$ cat config.mk
export PLATFORM = sky130hd
export DESIGN_NAME = soc_bus
export DESIGN_NICKNAME = d
export VERILOG_FILES = /design/src/design/soc_pkg.sv /design/src/design/soc_bus.sv /design/src/design/uart_port.sv /design/src/design/clint_timer.sv /design/src/design/boot_rom.sv /design/src/design/bus_router.sv
export SDC_FILE = /design/constraint.sdc
export NUM_CORES = 1
export LEC_CHECK = 0
export ABC_AREA = 1
export BUFFER_PORTS_ARGS = -buffer_cell sky130_fd_sc_hd__buf_2
export CORE_MARGIN = 4
export CORE_UTILIZATION = 50
export DETAILED_ROUTE_END_ITERATION = 8
export GPL_ROUTABILITY_DRIVEN = 0
export HOLD_SLACK_MARGIN = 0.03
export PLACE_DENSITY = 0.7
export SLEW_MARGIN = 20
export SYNTH_ARGS = -nofsm -noshare
export SYNTH_HDL_FRONTEND = slang
export SYNTH_SLANG_ARGS = --single-unit
$ cat constraint.sdc
create_clock -name clock -period 6.77 [get_ports clock]
set_input_delay 0.3385 -clock clock [delete_from_list [all_inputs] [get_ports clock]]
set_output_delay 0.3385 -clock clock [all_outputs]
set_load 0.01 [all_outputs]
$ cat src/design/boot_rom.hex
00000013
00100093
00200113
00300193
00400213
00500293
00600313
00700393
00800413
00900493
00a00513
00b00593
00c00613
00d00693
00e00713
00f00793

$ cat src/design/soc_pkg.sv
`default_nettype none

package soc_pkg;

  // Address map, top is exclusive
  localparam logic [31:0] ROM_BASE_ADDR   = 32'h0000_0000;
  localparam logic [31:0] ROM_TOP_ADDR    = 32'h0000_0040;
  localparam logic [31:0] UART_BASE_ADDR  = 32'h0010_0000;
  localparam logic [31:0] UART_TOP_ADDR   = 32'h0010_0008;
  localparam logic [31:0] CLINT_BASE_ADDR = 32'h0200_0000;
  localparam logic [31:0] CLINT_TOP_ADDR  = 32'h0200_C000;

  localparam int ROM_WORDS = 16;

  // CLINT register offsets
  localparam logic [31:0] CLINT_MSIP      = 32'h0000_0000;
  localparam logic [31:0] CLINT_MTIMECMP  = 32'h0000_4000;
  localparam logic [31:0] CLINT_MTIMECMPH = 32'h0000_4004;
  localparam logic [31:0] CLINT_MTIME     = 32'h0000_BFF8;
  localparam logic [31:0] CLINT_MTIMEH    = 32'h0000_BFFC;

  // UART register offsets
  localparam logic [31:0] UART_DATA   = 32'h0000_0000;
  localparam logic [31:0] UART_STATUS = 32'h0000_0004;

  localparam int CLKS_PER_BIT = 8;
  localparam int UART_CNT_W   = $clog2(CLKS_PER_BIT);
  localparam logic [UART_CNT_W-1:0] UART_BIT_END = UART_CNT_W'(CLKS_PER_BIT - 1);
  localparam logic [UART_CNT_W-1:0] UART_BIT_MID = UART_CNT_W'(CLKS_PER_BIT / 2 - 1);

  typedef struct packed {
    logic        valid;
    logic        instr;   // Fetch flag
    logic [31:0] addr;
    logic [31:0] wdata;
    logic [3:0]  wstrb;   // Zero for a read
  } mem_req_t;

  typedef struct packed {
    logic        ready;
    logic [31:0] rdata;
  } mem_rsp_t;

  typedef enum logic [1:0] {
    SLV_NONE,
    SLV_ROM,
    SLV_UART,
    SLV_CLINT
  } slave_e;

  typedef enum logic [1:0] {
    UART_IDLE,
    UART_START,
    UART_BITS,
    UART_STOP
  } uart_state_e;

endpackage

`default_nettype wire
$ cat src/design/soc_bus.sv
`timescale 1ns/1ps
`default_nettype none

module soc_bus (
  input  wire logic              clock,
  input  wire logic              reset,
  input  wire soc_pkg::mem_req_t imem_req_i,
  input  wire soc_pkg::mem_req_t dmem_req_i,
  output soc_pkg::mem_rsp_t      imem_rsp_o,
  output soc_pkg::mem_rsp_t      dmem_rsp_o,
  input  wire logic              rx_i,
  output logic                   tx_o,
  output logic                   msip_o,
  output logic                   mtip_o,
  output logic [63:0]            mtime_o
);
  import soc_pkg::*;

  mem_req_t rom_req;
  mem_req_t uart_req;
  mem_req_t clint_req;
  mem_rsp_t rom_rsp;
  mem_rsp_t uart_rsp;
  mem_rsp_t clint_rsp;

  bus_router bus_router_i (
    .clock       (clock),
    .reset       (reset),
    .imem_req_i  (imem_req_i),
    .dmem_req_i  (dmem_req_i),
    .imem_rsp_o  (imem_rsp_o),
    .dmem_rsp_o  (dmem_rsp_o),
    .rom_req_o   (rom_req),
    .uart_req_o  (uart_req),
    .clint_req_o (clint_req),
    .rom_rsp_i   (rom_rsp),
    .uart_rsp_i  (uart_rsp),
    .clint_rsp_i (clint_rsp)
  );

  boot_rom boot_rom_i (
    .clock (clock),
    .reset (reset),
    .req_i (rom_req),
    .rsp_o (rom_rsp)
  );

  clint_timer clint_timer_i (
    .clock   (clock),
    .reset   (reset),
    .req_i   (clint_req),
    .rsp_o   (clint_rsp),
    .msip_o  (msip_o),
    .mtip_o  (mtip_o),
    .mtime_o (mtime_o)
  );

  uart_port uart_port_i (
    .clock (clock),
    .reset (reset),
    .req_i (uart_req),
    .rsp_o (uart_rsp),
    .rx_i  (rx_i),
    .tx_o  (tx_o)
  );

endmodule

`default_nettype wire

$ cat src/design/uart_port.sv
`timescale 1ns/1ps
`default_nettype none

module uart_port (
  input  wire logic              clock,
  input  wire logic              reset,
  input  wire soc_pkg::mem_req_t req_i,
  output soc_pkg::mem_rsp_t      rsp_o,
  input  wire logic              rx_i,
  output logic                   tx_o
);
  import soc_pkg::*;

  uart_state_e           tx_state_q;
  uart_state_e           rx_state_q;
  logic [UART_CNT_W-1:0] tx_cnt_q;
  logic [UART_CNT_W-1:0] rx_cnt_q;
  logic [2:0]            tx_bit_q;
  logic [2:0]            rx_bit_q;
  logic [7:0]            tx_shift_q;
  logic [7:0]            rx_shift_q;
  logic [7:0]            rx_data_q;
  logic                  rx_full_q;
  logic [1:0]            rx_sync_q;
  logic                  rx_line;
  logic                  tx_busy;
  logic                  wr_data;
  logic                  rd_data;
  logic                  ready_q;
  logic [31:0]           rdata_q;
  logic [31:0]           rd_word;

  assign wr_data = req_i.valid && (req_i.addr == UART_DATA) && req_i.wstrb[0];
  assign rd_data = req_i.valid && (req_i.addr == UART_DATA) && (req_i.wstrb == 4'b0000);
  assign tx_busy = (tx_state_q != UART_IDLE);
  assign rx_line = rx_sync_q[1];

  always_comb begin
    case (tx_state_q)
      UART_START: tx_o = 1'b0;
      UART_BITS:  tx_o = tx_shift_q[0];  // LSB first
      default:    tx_o = 1'b1;
    endcase
  end

  // Transmit FSM, a write while busy is dropped
  always_ff @(posedge clock) begin
    if (!reset) begin
      tx_state_q <= UART_IDLE;
      tx_cnt_q   <= '0;
      tx_bit_q   <= '0;
    end else begin
      if (tx_state_q == UART_IDLE || tx_cnt_q == UART_BIT_END) begin
        tx_cnt_q <= '0;
      end else begin
        tx_cnt_q <= tx_cnt_q + 1'b1;
      end
      case (tx_state_q)
        UART_IDLE: begin
          if (wr_data) begin
            tx_state_q <= UART_START;
          end
        end
        UART_START: begin
          if (tx_cnt_q == UART_BIT_END) begin
            tx_state_q <= UART_BITS;
            tx_bit_q   <= '0;
          end
        end
        UART_BITS: begin
          if (tx_cnt_q == UART_BIT_END) begin
            tx_bit_q <= tx_bit_q + 1'b1;
            if (tx_bit_q == 3'd7) begin
              tx_state_q <= UART_STOP;
            end
          end
        end
        default: begin
          if (tx_cnt_q == UART_BIT_END) begin
            tx_state_q <= UART_IDLE;
          end
        end
      endcase
    end
  end

  // Receive FSM, samples at mid-bit
  always_ff @(posedge clock) begin
    if (!reset) begin
      rx_sync_q  <= 2'b11;
      rx_state_q <= UART_IDLE;
      rx_cnt_q   <= '0;
      rx_bit_q   <= '0;
      rx_full_q  <= 1'b0;
    end else begin
      rx_sync_q <= {rx_sync_q[0], rx_i};
      if (rd_data) begin
        rx_full_q <= 1'b0;
      end
      case (rx_state_q)
        UART_IDLE: begin
          rx_cnt_q <= '0;
          if (!rx_line) begin
            rx_state_q <= UART_START;
          end
        end
        UART_START: begin
          if (rx_cnt_q == UART_BIT_MID) begin
            rx_cnt_q   <= '0;
            rx_bit_q   <= '0;
            rx_state_q <= rx_line ? UART_IDLE : UART_BITS;  // False start
          end else begin
            rx_cnt_q <= rx_cnt_q + 1'b1;
          end
        end
        UART_BITS: begin
          if (rx_cnt_q == UART_BIT_END) begin
            rx_cnt_q <= '0;
            rx_bit_q <= rx_bit_q + 1'b1;
            if (rx_bit_q == 3'd7) begin
              rx_state_q <= UART_STOP;
            end
          end else begin
            rx_cnt_q <= rx_cnt_q + 1'b1;
          end
        end
        default: begin
          if (rx_cnt_q == UART_BIT_END) begin
            rx_cnt_q   <= '0;
            rx_state_q <= UART_IDLE;
            if (rx_line) begin
              rx_full_q <= 1'b1;  // Good stop bit
            end
          end else begin
            rx_cnt_q <= rx_cnt_q + 1'b1;
          end
        end
      endcase
    end
  end

  always_ff @(posedge clock) begin
    if (tx_state_q == UART_IDLE && wr_data) begin
      tx_shift_q <= req_i.wdata[7:0];
    end else if (tx_state_q == UART_BITS && tx_cnt_q == UART_BIT_END) begin
      tx_shift_q <= {1'b1, tx_shift_q[7:1]};
    end
    if (rx_state_q == UART_BITS && rx_cnt_q == UART_BIT_END) begin
      rx_shift_q <= {rx_line, rx_shift_q[7:1]};
    end
    if (rx_state_q == UART_STOP && rx_cnt_q == UART_BIT_END && rx_line) begin
      rx_data_q <= rx_shift_q;
    end
  end

  always_comb begin
    case (req_i.addr)
      UART_DATA:   rd_word = {24'b0, rx_data_q};
      UART_STATUS: rd_word = {30'b0, rx_full_q, tx_busy};
      default:     rd_word = '0;
    endcase
  end

  always_ff @(posedge clock) begin
    if (!reset) begin
      ready_q <= 1'b0;
    end else begin
      ready_q <= req_i.valid;
    end
  end

  always_ff @(posedge clock) begin
    rdata_q <= req_i.valid ? rd_word : '0;
  end

  assign rsp_o = '{ready: ready_q, rdata: rdata_q};

endmodule

`default_nettype wire

$ cat src/design/clint_timer.sv
`timescale 1ns/1ps
`default_nettype none

module clint_timer (
  input  wire logic              clock,
  input  wire logic              reset,
  input  wire soc_pkg::mem_req_t req_i,
  output soc_pkg::mem_rsp_t      rsp_o,
  output logic                   msip_o,
  output logic                   mtip_o,
  output logic [63:0]            mtime_o
);
  import soc_pkg::*;

  logic [63:0] mtime_q;
  logic [63:0] mtimecmp_q;
  logic        msip_q;
  logic        ready_q;
  logic [31:0] rdata_q;
  logic [31:0] rd_word;
  logic        wr_en;

  function automatic logic [31:0] merge(input logic [31:0] old, input logic [31:0] wdata,
                                        input logic [3:0] wstrb);
    logic [31:0] res;
    res = old;
    for (int b = 0; b < 4; b++) begin
      if (wstrb[b]) begin
        res[8*b +: 8] = wdata[8*b +: 8];
      end
    end
    return res;
  endfunction

  assign wr_en = req_i.valid && (req_i.wstrb != 4'b0000);

  always_comb begin
    case (req_i.addr)
      CLINT_MSIP:      rd_word = {31'b0, msip_q};
      CLINT_MTIMECMP:  rd_word = mtimecmp_q[31:0];
      CLINT_MTIMECMPH: rd_word = mtimecmp_q[63:32];
      CLINT_MTIME:     rd_word = mtime_q[31:0];
      CLINT_MTIMEH:    rd_word = mtime_q[63:32];
      default:         rd_word = '0;
    endcase
  end

  always_ff @(posedge clock) begin
    if (!reset) begin
      msip_q     <= 1'b0;
      mtime_q    <= '0;
      mtimecmp_q <= '1;  // No timer interrupt until programmed
      ready_q    <= 1'b0;
    end else begin
      ready_q <= req_i.valid;
      mtime_q <= mtime_q + 64'd1;
      if (wr_en) begin
        case (req_i.addr)
          CLINT_MSIP: begin
            if (req_i.wstrb[0]) begin
              msip_q <= req_i.wdata[0];
            end
          end
          CLINT_MTIMECMP:  mtimecmp_q[31:0]  <= merge(mtimecmp_q[31:0], req_i.wdata, req_i.wstrb);
          CLINT_MTIMECMPH: mtimecmp_q[63:32] <= merge(mtimecmp_q[63:32], req_i.wdata, req_i.wstrb);
          CLINT_MTIME:     mtime_q[31:0]     <= merge(mtime_q[31:0], req_i.wdata, req_i.wstrb);
          CLINT_MTIMEH:    mtime_q[63:32]    <= merge(mtime_q[63:32], req_i.wdata, req_i.wstrb);
          default: ;
        endcase
      end
    end
  end

  always_ff @(posedge clock) begin
    rdata_q <= req_i.valid ? rd_word : '0;
  end

  assign rsp_o   = '{ready: ready_q, rdata: rdata_q};
  assign msip_o  = msip_q;
  assign mtip_o  = (mtime_q >= mtimecmp_q);
  assign mtime_o = mtime_q;

endmodule

`default_nettype wire

$ cat src/design/boot_rom.sv
`timescale 1ns/1ps
`default_nettype none

module boot_rom (
  input  wire logic              clock,
  input  wire logic              reset,
  input  wire soc_pkg::mem_req_t req_i,
  output soc_pkg::mem_rsp_t      rsp_o
);
  import soc_pkg::*;

  logic [31:0] mem [ROM_WORDS];
  logic        ready_q;
  logic [31:0] rdata_q;

  initial begin
    $readmemh("/design/src/design/boot_rom.hex", mem);
  end

  always_ff @(posedge clock) begin
    if (!reset) begin
      ready_q <= 1'b0;
    end else begin
      ready_q <= req_i.valid;  // Writes are acknowledged only
    end
  end

  // Word index from the rebased address
  always_ff @(posedge clock) begin
    rdata_q <= req_i.valid ? mem[req_i.addr[5:2]] : '0;
  end

  assign rsp_o = '{ready: ready_q, rdata: rdata_q};

endmodule

`default_nettype wire

$ cat src/design/bus_router.sv
`timescale 1ns/1ps
`default_nettype none

module bus_router (
  input  wire logic              clock,
  input  wire logic              reset,
  input  wire soc_pkg::mem_req_t imem_req_i,
  input  wire soc_pkg::mem_req_t dmem_req_i,
  output soc_pkg::mem_rsp_t      imem_rsp_o,
  output soc_pkg::mem_rsp_t      dmem_rsp_o,
  output soc_pkg::mem_req_t      rom_req_o,
  output soc_pkg::mem_req_t      uart_req_o,
  output soc_pkg::mem_req_t      clint_req_o,
  input  wire soc_pkg::mem_rsp_t rom_rsp_i,
  input  wire soc_pkg::mem_rsp_t uart_rsp_i,
  input  wire soc_pkg::mem_rsp_t clint_rsp_i
);
  import soc_pkg::*;

  slave_e     i_sel;
  slave_e     d_sel;
  mem_req_t   i_fwd;
  mem_req_t   d_fwd;
  logic [2:0] i_hit;    // Bit 0 ROM, 1 UART, 2 CLINT
  logic [2:0] d_hit;
  logic [2:0] slv_rdy;
  logic [2:0] own_i_q;  // Port served per slave
  logic [2:0] own_d_q;

  function automatic slave_e decode(input logic [31:0] addr);
    if (addr >= CLINT_BASE_ADDR && addr < CLINT_TOP_ADDR) begin
      return SLV_CLINT;
    end else if (addr >= UART_BASE_ADDR && addr < UART_TOP_ADDR) begin
      return SLV_UART;
    end else if (addr >= ROM_BASE_ADDR && addr < ROM_TOP_ADDR) begin
      return SLV_ROM;
    end
    return SLV_NONE;
  endfunction

  function automatic logic [31:0] base_of(input slave_e sel);
    case (sel)
      SLV_CLINT: return CLINT_BASE_ADDR;
      SLV_UART:  return UART_BASE_ADDR;
      default:   return ROM_BASE_ADDR;
    endcase
  endfunction

  function automatic logic [2:0] hit_of(input slave_e sel);
    return {sel == SLV_CLINT, sel == SLV_UART, sel == SLV_ROM};
  endfunction

  function automatic mem_req_t pick(input logic d_win, input logic i_win,
                                    input mem_req_t d_req, input mem_req_t i_req);
    mem_req_t req;
    req = '0;
    if (d_win) begin
      req = d_req;
    end else if (i_win) begin
      req = i_req;
    end
    return req;
  endfunction

  function automatic mem_rsp_t steer(input logic [2:0] own, input mem_rsp_t rom,
                                     input mem_rsp_t uart, input mem_rsp_t clint);
    mem_rsp_t rsp;
    rsp = '0;
    if (own[0] && rom.ready) begin
      rsp = rom;
    end else if (own[1] && uart.ready) begin
      rsp = uart;
    end else if (own[2] && clint.ready) begin
      rsp = clint;
    end
    return rsp;
  endfunction

  always_comb begin
    d_sel = dmem_req_i.valid ? decode(dmem_req_i.addr) : SLV_NONE;
    i_sel = imem_req_i.valid ? decode(imem_req_i.addr) : SLV_NONE;
    if (i_sel == d_sel) begin
      i_sel = SLV_NONE;  // Data port wins, fetch is dropped
    end

    d_fwd      = dmem_req_i;
    d_fwd.addr = dmem_req_i.addr - base_of(d_sel);
    i_fwd      = imem_req_i;
    i_fwd.addr = imem_req_i.addr - base_of(i_sel);

    d_hit = hit_of(d_sel);
    i_hit = hit_of(i_sel);
  end

  assign rom_req_o   = pick(d_hit[0], i_hit[0], d_fwd, i_fwd);
  assign uart_req_o  = pick(d_hit[1], i_hit[1], d_fwd, i_fwd);
  assign clint_req_o = pick(d_hit[2], i_hit[2], d_fwd, i_fwd);

  assign slv_rdy = {clint_rsp_i.ready, uart_rsp_i.ready, rom_rsp_i.ready};

  // Owner cleared on ready, set again by a new grant
  always_ff @(posedge clock) begin
    if (!reset) begin
      own_i_q <= '0;
      own_d_q <= '0;
    end else begin
      own_i_q <= (own_i_q & ~slv_rdy) | i_hit;
      own_d_q <= (own_d_q & ~slv_rdy) | d_hit;
    end
  end

  assign imem_rsp_o = steer(own_i_q, rom_rsp_i, uart_rsp_i, clint_rsp_i);
  assign dmem_rsp_o = steer(own_d_q, rom_rsp_i, uart_rsp_i, clint_rsp_i);

endmodule

`default_nettype wire

After elaboration in Yosys (flattened, before gate mapping) --
Index checks and enable logic that the tools add are counted.
Storage, ports and cells: flip-flop bits (word level) 277, input bits 143, output and inout port bits 133, word-level logic and storage cells 218
Operators by class: add/subtract/negate cells 7, order comparisons 13, equal/unequal tests 38, multiplexer cells 69, bitwise gates (word level) 6, reduce and logical (&&, ||, !) cells 49
Operators with widths (number):
- 70-bit 2-to-1 mux | 6
- 33-bit 2-to-1 mux | 6
- 32-bit one-hot mux with 5 select lines | 1
- 26-bit one-hot mux with 2 select lines | 2
- 64-bit by 1-bit adder with 64-bit output (second input constant) | 1
- 32-bit by 15-bit == test with 1-bit output (second input constant) | 2
- 32-bit by 16-bit == test with 1-bit output (second input constant) | 2
- 32-bit by 1-bit >= comparator with 1-bit output (second input constant) | 2
- 32-bit by 21-bit >= comparator with 1-bit output (second input constant) | 2
- 32-bit by 26-bit >= comparator with 1-bit output (second input constant) | 2
- 64-bit >= comparator | 1
- 32-bit zero test | 2
- 32-bit by 21-bit < comparator with 1-bit output (second input constant) | 2
- 32-bit by 26-bit < comparator with 1-bit output (second input constant) | 2
- 32-bit by 7-bit < comparator with 1-bit output (second input constant) | 2
- 32-bit 2-to-1 mux | 2
- 64-bit 2-to-1 mux | 1
- 32-bit by 26-bit subtractor with 32-bit output | 2
- 8-bit 2-to-1 mux | 6
- 2-bit 2-to-1 mux | 22
- 3-bit AND reduction | 11
- 32-bit by 3-bit == test with 1-bit output (second input constant) | 1
- 3-bit by 2-bit != test with 1-bit output (second input constant) | 8
- 1-bit logical AND | 21
- other kinds (27) | 73

Depth between registers and ports, before layout --
depth after elaboration 21, gate-level depth with buffers 33, gate-level depth less buffers 32

Modules after synthesis --
From an unflattened synthesis, not the netlist that was laid out.
Second synthesis, totals: cells, all modules 3202, area total of the unflattened synthesis 19182.1 µm²
Modules (own cells, without submodules):
- clint_timer | times used 1, cells an instance 1907, area an instance 11606.1 µm², sequential area each 3243.1 µm²
- bus_router | times used 1, cells an instance 999, area an instance 4933.5 µm², sequential area each 120.1 µm²
- uart_port | times used 1, cells an instance 259, area an instance 2363.5 µm², sequential area each 1281.2 µm²
- boot_rom | times used 1, cells an instance 37, area an instance 279.0 µm², sequential area each 20.0 µm²

Worst setup path after synthesis --
No wires, ideal clock.
path type input -> register, start input port imem_req_i[52] in the netlist's numbering, end register clint_timer_i.mtime_q[42], in the netlist clint_timer_i.mtime_o[42], setup time 0.132 ns, arrival 3.518 ns, required time 6.638 ns, slack 3.120 ns, stages on the path 27, buffers on the path 4, path through nor2_1 -> nand2_1 -> nor2_2 -> nand2_1 -> o21ai_1 -> nand2_1 -> clkinv_1 -> o211ai_4 -> buf_2 -> buf_2 -> ha_1 -> or2_2 -> o22ai_1 -> nand2_1 -> nand3b_1 -> nor2_1 -> nand3_1 -> nand2_1 -> nand2_1 -> a21oi_2 -> nand3_1 -> nor2_2 -> nand3_2 -> buf_6 -> buf_4 -> o21ai_0 -> a21oi_1
On the way: cells in the longest elaborated chain, start to end 17, elaborated cells on any way between the ends 31, those cells by class add/sub: 1; order compare: 6; eq/ne: 5; mux: 14; reduce/logical: 5
Ends and longest elaborated chain:
- start, declared | line soc_bus.sv:7 | input wire soc_pkg::mem_req_t imem_req_i,
- 32-bit by 1-bit >= comparator with 1-bit output or 32-bit by 7-bit < comparator with 1-bit output (tied branches) | line bus_router.sv:35 | end else if (addr >= ROM_BASE_ADDR && addr < ROM_TOP_ADDR) begin
- 1-bit logical AND | line bus_router.sv:35
- 1-bit 2-to-1 mux | line bus_router.sv:35
- 1-bit 2-to-1 mux | line bus_router.sv:33 | end else if (addr >= UART_BASE_ADDR && addr < UART_TOP_ADDR) begin
- 1-bit 2-to-1 mux | line bus_router.sv:31 | if (addr >= CLINT_BASE_ADDR && addr < CLINT_TOP_ADDR) begin
- 2-bit 2-to-1 mux | line bus_router.sv:38 | return SLV_NONE;
- 2-bit 2-to-1 mux | line bus_router.sv:81 | i_sel = imem_req_i.valid ? decode(imem_req_i.addr) : SLV_NONE;
- 2-bit == test | line bus_router.sv:82 | if (i_sel == d_sel) begin
- 2-bit 2-to-1 mux | line bus_router.sv:82
- 2-bit == test, on equally long branches | line bus_router.sv:42, bus_router.sv:50
- 26-bit one-hot mux with 2 select lines | line bus_router.sv:42 | case (sel)
- 32-bit by 26-bit subtractor with 32-bit output | line bus_router.sv:89 | i_fwd.addr = imem_req_i.addr - base_of(i_sel);
- 70-bit 2-to-1 mux * | line bus_router.sv:59 | end else if (i_win) begin
- 70-bit 2-to-1 mux * | line bus_router.sv:57 | if (d_win) begin
- 32-bit by 16-bit == test with 1-bit output | line clint_timer.sv:58 | case (req_i.addr)
- 32-bit 2-to-1 mux | line clint_timer.sv:58
- 64-bit 2-to-1 mux | line clint_timer.sv:57 | if (wr_en) begin
- end signal, assigned | line clint_timer.sv:56 | mtime_q <= mtime_q + 64'd1;
- end signal, assigned | line clint_timer.sv:67 | CLINT_MTIMEH: mtime_q[63:32] <= merge(mtime_q[63:32], req_i.wdata, req_i.wstrb);
- end, declared | line clint_timer.sv:15 | logic [63:0] mtime_q;
Mark *: on every way between the ends. The rest lies on a longest branch, timed or not. The select of a mux whose other input is x is not followed. A chain may end at the register's enable or synchronous reset.

Worst setup path in the final report --
start input port dmem_req_i[67] in the netlist's numbering, end register clint_timer_i.mtime_q[60], in the netlist clint_timer_i.mtime_o[60]
On the way: cells in the longest elaborated chain, start to end 17, elaborated cells on any way between the ends 35, those cells by class add/sub: 2; order compare: 6; eq/ne: 7; mux: 15; reduce/logical: 5
Ends and longest elaborated chain:
- start, declared | line soc_bus.sv:8 | input wire soc_pkg::mem_req_t dmem_req_i,
- 32-bit by 1-bit >= comparator with 1-bit output or 32-bit by 7-bit < comparator with 1-bit output (tied branches) | line bus_router.sv:35
- 1-bit logical AND | line bus_router.sv:35
- 1-bit 2-to-1 mux | line bus_router.sv:35
- 1-bit 2-to-1 mux | line bus_router.sv:33
- 1-bit 2-to-1 mux | line bus_router.sv:31
- 2-bit 2-to-1 mux | line bus_router.sv:38
- 2-bit 2-to-1 mux | line bus_router.sv:80 | d_sel = dmem_req_i.valid ? decode(dmem_req_i.addr) : SLV_NONE;
- 2-bit == test | line bus_router.sv:82
- 2-bit 2-to-1 mux | line bus_router.sv:82
- 2-bit == test, on equally long branches | line bus_router.sv:42, bus_router.sv:50
- 26-bit one-hot mux with 2 select lines | line bus_router.sv:42
- 32-bit by 26-bit subtractor with 32-bit output | line bus_router.sv:89
- 70-bit 2-to-1 mux | line bus_router.sv:59
- 70-bit 2-to-1 mux * | line bus_router.sv:57
- 32-bit by 16-bit == test with 1-bit output | line clint_timer.sv:58
- 32-bit 2-to-1 mux | line clint_timer.sv:58
- 64-bit 2-to-1 mux | line clint_timer.sv:57
Marks and branches as above.

==> results.sh <==
export IMPL_status="finished, final reports clean"
export IMPL_final_common_cell="nand2_1"
export IMPL_min_to="clint_timer_i.mtimecmp_q[25]"
export IMPL_r2r_end="clint_timer_i.mtime_o[54]"
export IMPL_ys_async_sr_fraction_pct=0
export IMPL_cts_clk_slew_worst_paths_ps=60
export IMPL_cts_max_path_buffers=3
export IMPL_p_per_area_nw_per_um2=166
export IMPL_ys_warn_count=0
export IMPL_r2r_cells=15
export IMPL_period_share_pct=75.9
export IMPL_die_w_um=183
export IMPL_layout_nets=2771
export IMPL_route_detailed_drc=0
export IMPL_wl_per_cell_um=17.1
export IMPL_worstSetupEndpointType="register"
export IMPL_cts_tree="done"
export IMPL_grt_pass1_vias=15100
export IMPL_crit_path_frequent_cell="nand2_1"
export IMPL_vias=16400
export IMPL_holdPathStages=3
export IMPL_setup_worst_path_class="in -> reg"
export IMPL_multi_input_area_um2=8870
export IMPL_grt_pass1_wl_mm=78.9
export IMPL_finalSetupViolations=0
export IMPL_synth_nets=2550
export IMPL_synthCells=2318
export IMPL_coreArea_um2=29900
export IMPL_crit_path_start_kind="input pin"
export IMPL_portBuffers=273
export IMPL_fin_setup_tns_ps=0
export IMPL_stdcell_area_um2=17600
export IMPL_dpl_cell_area_um2=16700
export IMPL_syn_area_per_cell_um2=6.58
export IMPL_mostFrequentLayoutCells="nand2_1, inv_1, buf_2"
export IMPL_antenna_found_initial=0
export IMPL_hold_viol_final=0
export IMPL_synth_edf_count=24
export IMPL_post_synth_num_cell_types=55
export IMPL_rsz0062_at_grt="false"
export IMPL_cts_root_buf="clkbuf_16"
export IMPL_vdd_drop_max_uv=164
export IMPL_grtUsageTotal_pct=28.9
export IMPL_routed_wl_mm=50.4
export IMPL_cp_max_fo=48
export IMPL_overflow=0
export IMPL_netlist_area_um2=15200
export IMPL_synth_seq_area_share_pct=30.6
export IMPL_tightestPinTransition_ps=1150
export IMPL_fmax_mhz=195
export IMPL_cts_post_setup_buffers_inserted=0
export IMPL_diodes=0
export IMPL_clock_sinks=221
export IMPL_post_place_ws_ps=1080
export IMPL_ff_latch_area_um2=4660
export IMPL_die_y_um=183
export IMPL_slowest_stage="nand3_2"
export IMPL_worstPathRequired_ps=7270
export IMPL_vias_per_cell=5.55
export IMPL_fin_crit_ps=5140
export IMPL_dr_pass1_iters=5
export IMPL_ff2ff_setup_slack_ps=2970
export IMPL_die_area_um2=33300
export IMPL_insertion_delay_ps=560
export IMPL_cp_startpoint="dmem_req_i[67]"
export IMPL_ant_nets=0
export IMPL_maxCapViolCount=0
export IMPL_syn_to_final_growth_pct=15.4
export IMPL_grt_max_degree=75
export IMPL_maxSlewViolCount=0
export IMPL_cp_arrival_ps=5630
export IMPL_hold_class="in -> reg"
export IMPL_cts_htree_levels=1
export IMPL_rows=63
export IMPL_p_leak_nw=8.77
export IMPL_cpPeakStageDelay_ps=740
export IMPL_worst_slack_ps=1630
export IMPL_io_pins=276
export IMPL_ys_flop_type="dfxtp_1"
export IMPL_relSlewSlack_pct=23.2
export IMPL_cts_buffers=26
export IMPL_p_total_mw=2.93
export IMPL_hpwl_mm=38.6
export IMPL_nFillCells=2935
export IMPL_cts_resized=0
export IMPL_r2r_start="clint_timer_i.mtime_o[0]"
export IMPL_synth_seq_cells=221
export IMPL_drive_above_1_share_pct=15.5
export IMPL_worst_clock_skew_ps=17.8
export IMPL_drt_iter0_markers=1543
export IMPL_worstHoldStart="dmem_req_i[29]"
export IMPL_initial_core_util_pct=51.0
area by class of cell:
type                            instances  area share [%]
Clock buffer                           33            4.02
Clock inverter                         15           0.917
Inverter                              336            7.18
Multi-Input combinational cell       1671            50.4
Timing Repair Buffer                  283            8.21
Sequential cell                       221            26.5
Tap cell                              390            2.77
critical path: cells and delay by family:
kind,cells,cell delay [ps]
simple gates,17,3040
compound gates,4,1090
buf+inv,4,750
fa+ha+maj,1,380
metal layers:
layer / global-route usage, % / vias up / wire (um)
met1: 38.2 / 7438 / 21100
met2: 49.0 / 717 / 23400
met3: 4.13 / 120 / 4300
met5: 0 / - / 11
li1: - / 8083 / -
met4: 8.80 / 2 / 1560
sequential cells by signal, summed over array words and instances, names as in the netlist:
signal / flops
uart_port_i.rx_state_q: 2
clint_timer_i.ready_q: 1
uart_port_i.rx_bit_q: 3
uart_port_i.rx_cnt_q: 3
clint_timer_i.mtimecmp_q: 64
uart_port_i.tx_state_q: 2
uart_port_i.rx_data_q: 8
uart_port_i.tx_bit_q: 3
uart_port_i.rdata_q: 8
uart_port_i.tx_cnt_q: 3
clint_timer_i.rdata_q: 32
uart_port_i.ready_q: 1
uart_port_i.tx_shift_q: 8
clint_timer_i.msip_o: 1
boot_rom_i.ready_q: 1
bus_router_i.own_i_q: 3
clint_timer_i.mtime_o: 64
uart_port_i.rx_shift_q: 8
bus_router_i.own_d_q: 3
uart_port_i.rx_full_q: 1
uart_port_i.rx_sync_q: 2
worst max-delay path by stage:
stage                                           end  slack [ps]  depth (start not counted)
after floorplan           clint_timer_i.mtime_o[42]        3120                         27
after global placement    clint_timer_i.mtime_o[60]        1140                         26
after detailed placement  clint_timer_i.mtime_o[60]        1080                         26
after CTS                 clint_timer_i.mtime_o[60]        1610                         26
after global routing      clint_timer_i.mtime_o[60]        1040                         26
final                     clint_timer_i.mtime_o[60]        1630                         26
kinds of logic after synthesis:
kind of cell / synth area share (%)
xor gates and xnor gates: 2.64
buffers and inverters: 11.4
and+or+nand+nor: 33.2
AOI/OAI and AO/OA: 14.7
DFF: 30.6
muxes: 0.263
adders and majority gates: 7.31
synth_stat cells, types with 9 or more instances:
master | count | area share, %
nand4_1 | 64 | 2.6
nor2_2 | 13 | 0.53
nand3_1 | 121 | 4.0
or2_2 | 12 | 0.49
nand2_1 | 520 | 13
a21oi_1 | 157 | 5.2
nor4_1 | 17 | 0.70
a211oi_1 | 9 | 0.44
xor2_1 | 40 | 2.3
a22oi_1 | 17 | 0.84
nor3_1 | 98 | 3.2
nor2_4 | 10 | 0.74
o22ai_1 | 30 | 1.2
dfxtp_1 | 197 | 26
buf_4 | 9 | 0.44
edfxtp_1 | 24 | 4.7
ha_1 | 89 | 7.3
clkbuf_1 | 42 | 1.0
buf_6 | 9 | 0.66
o21ai_1 | 50 | 1.6
nor2_1 | 263 | 6.5
inv_1 | 323 | 8.0
buf_2 | 25 | 0.82
o21ai_0 | 65 | 2.1
o211ai_1 | 19 | 0.94
report_power, final:
group / switching [mW] / leakage (nW) / total [mW] / internal, mW
combinational: 0.0979 / 6.52 / 0.160 / 0.0625
sequential: 0.00861 / 1.82 / 1.34 / 1.33
clock: 0.582 / 0.431 / 1.43 / 0.852
through the flow:
step | std cells | hold slack (ps) | utilization, %
after floorplan | 2318 | 393 | -
after global placement | 2900 | 399 | 55.9
after detailed placement | 2900 | 402 | 55.9
after CTS | 2949 | 117 | 58.9
after global routing | 2949 | 130 | 58.9
final | 2949 | 119 | 58.9
what timing repair did:
item | in CTS | in global routing
hold buffers | 1 | 0
setup endpoints to repair | 0 | 0
endpoints found under the hold margin | 1 | 0
No activity file was read; power rests on OpenSTA's default activity.
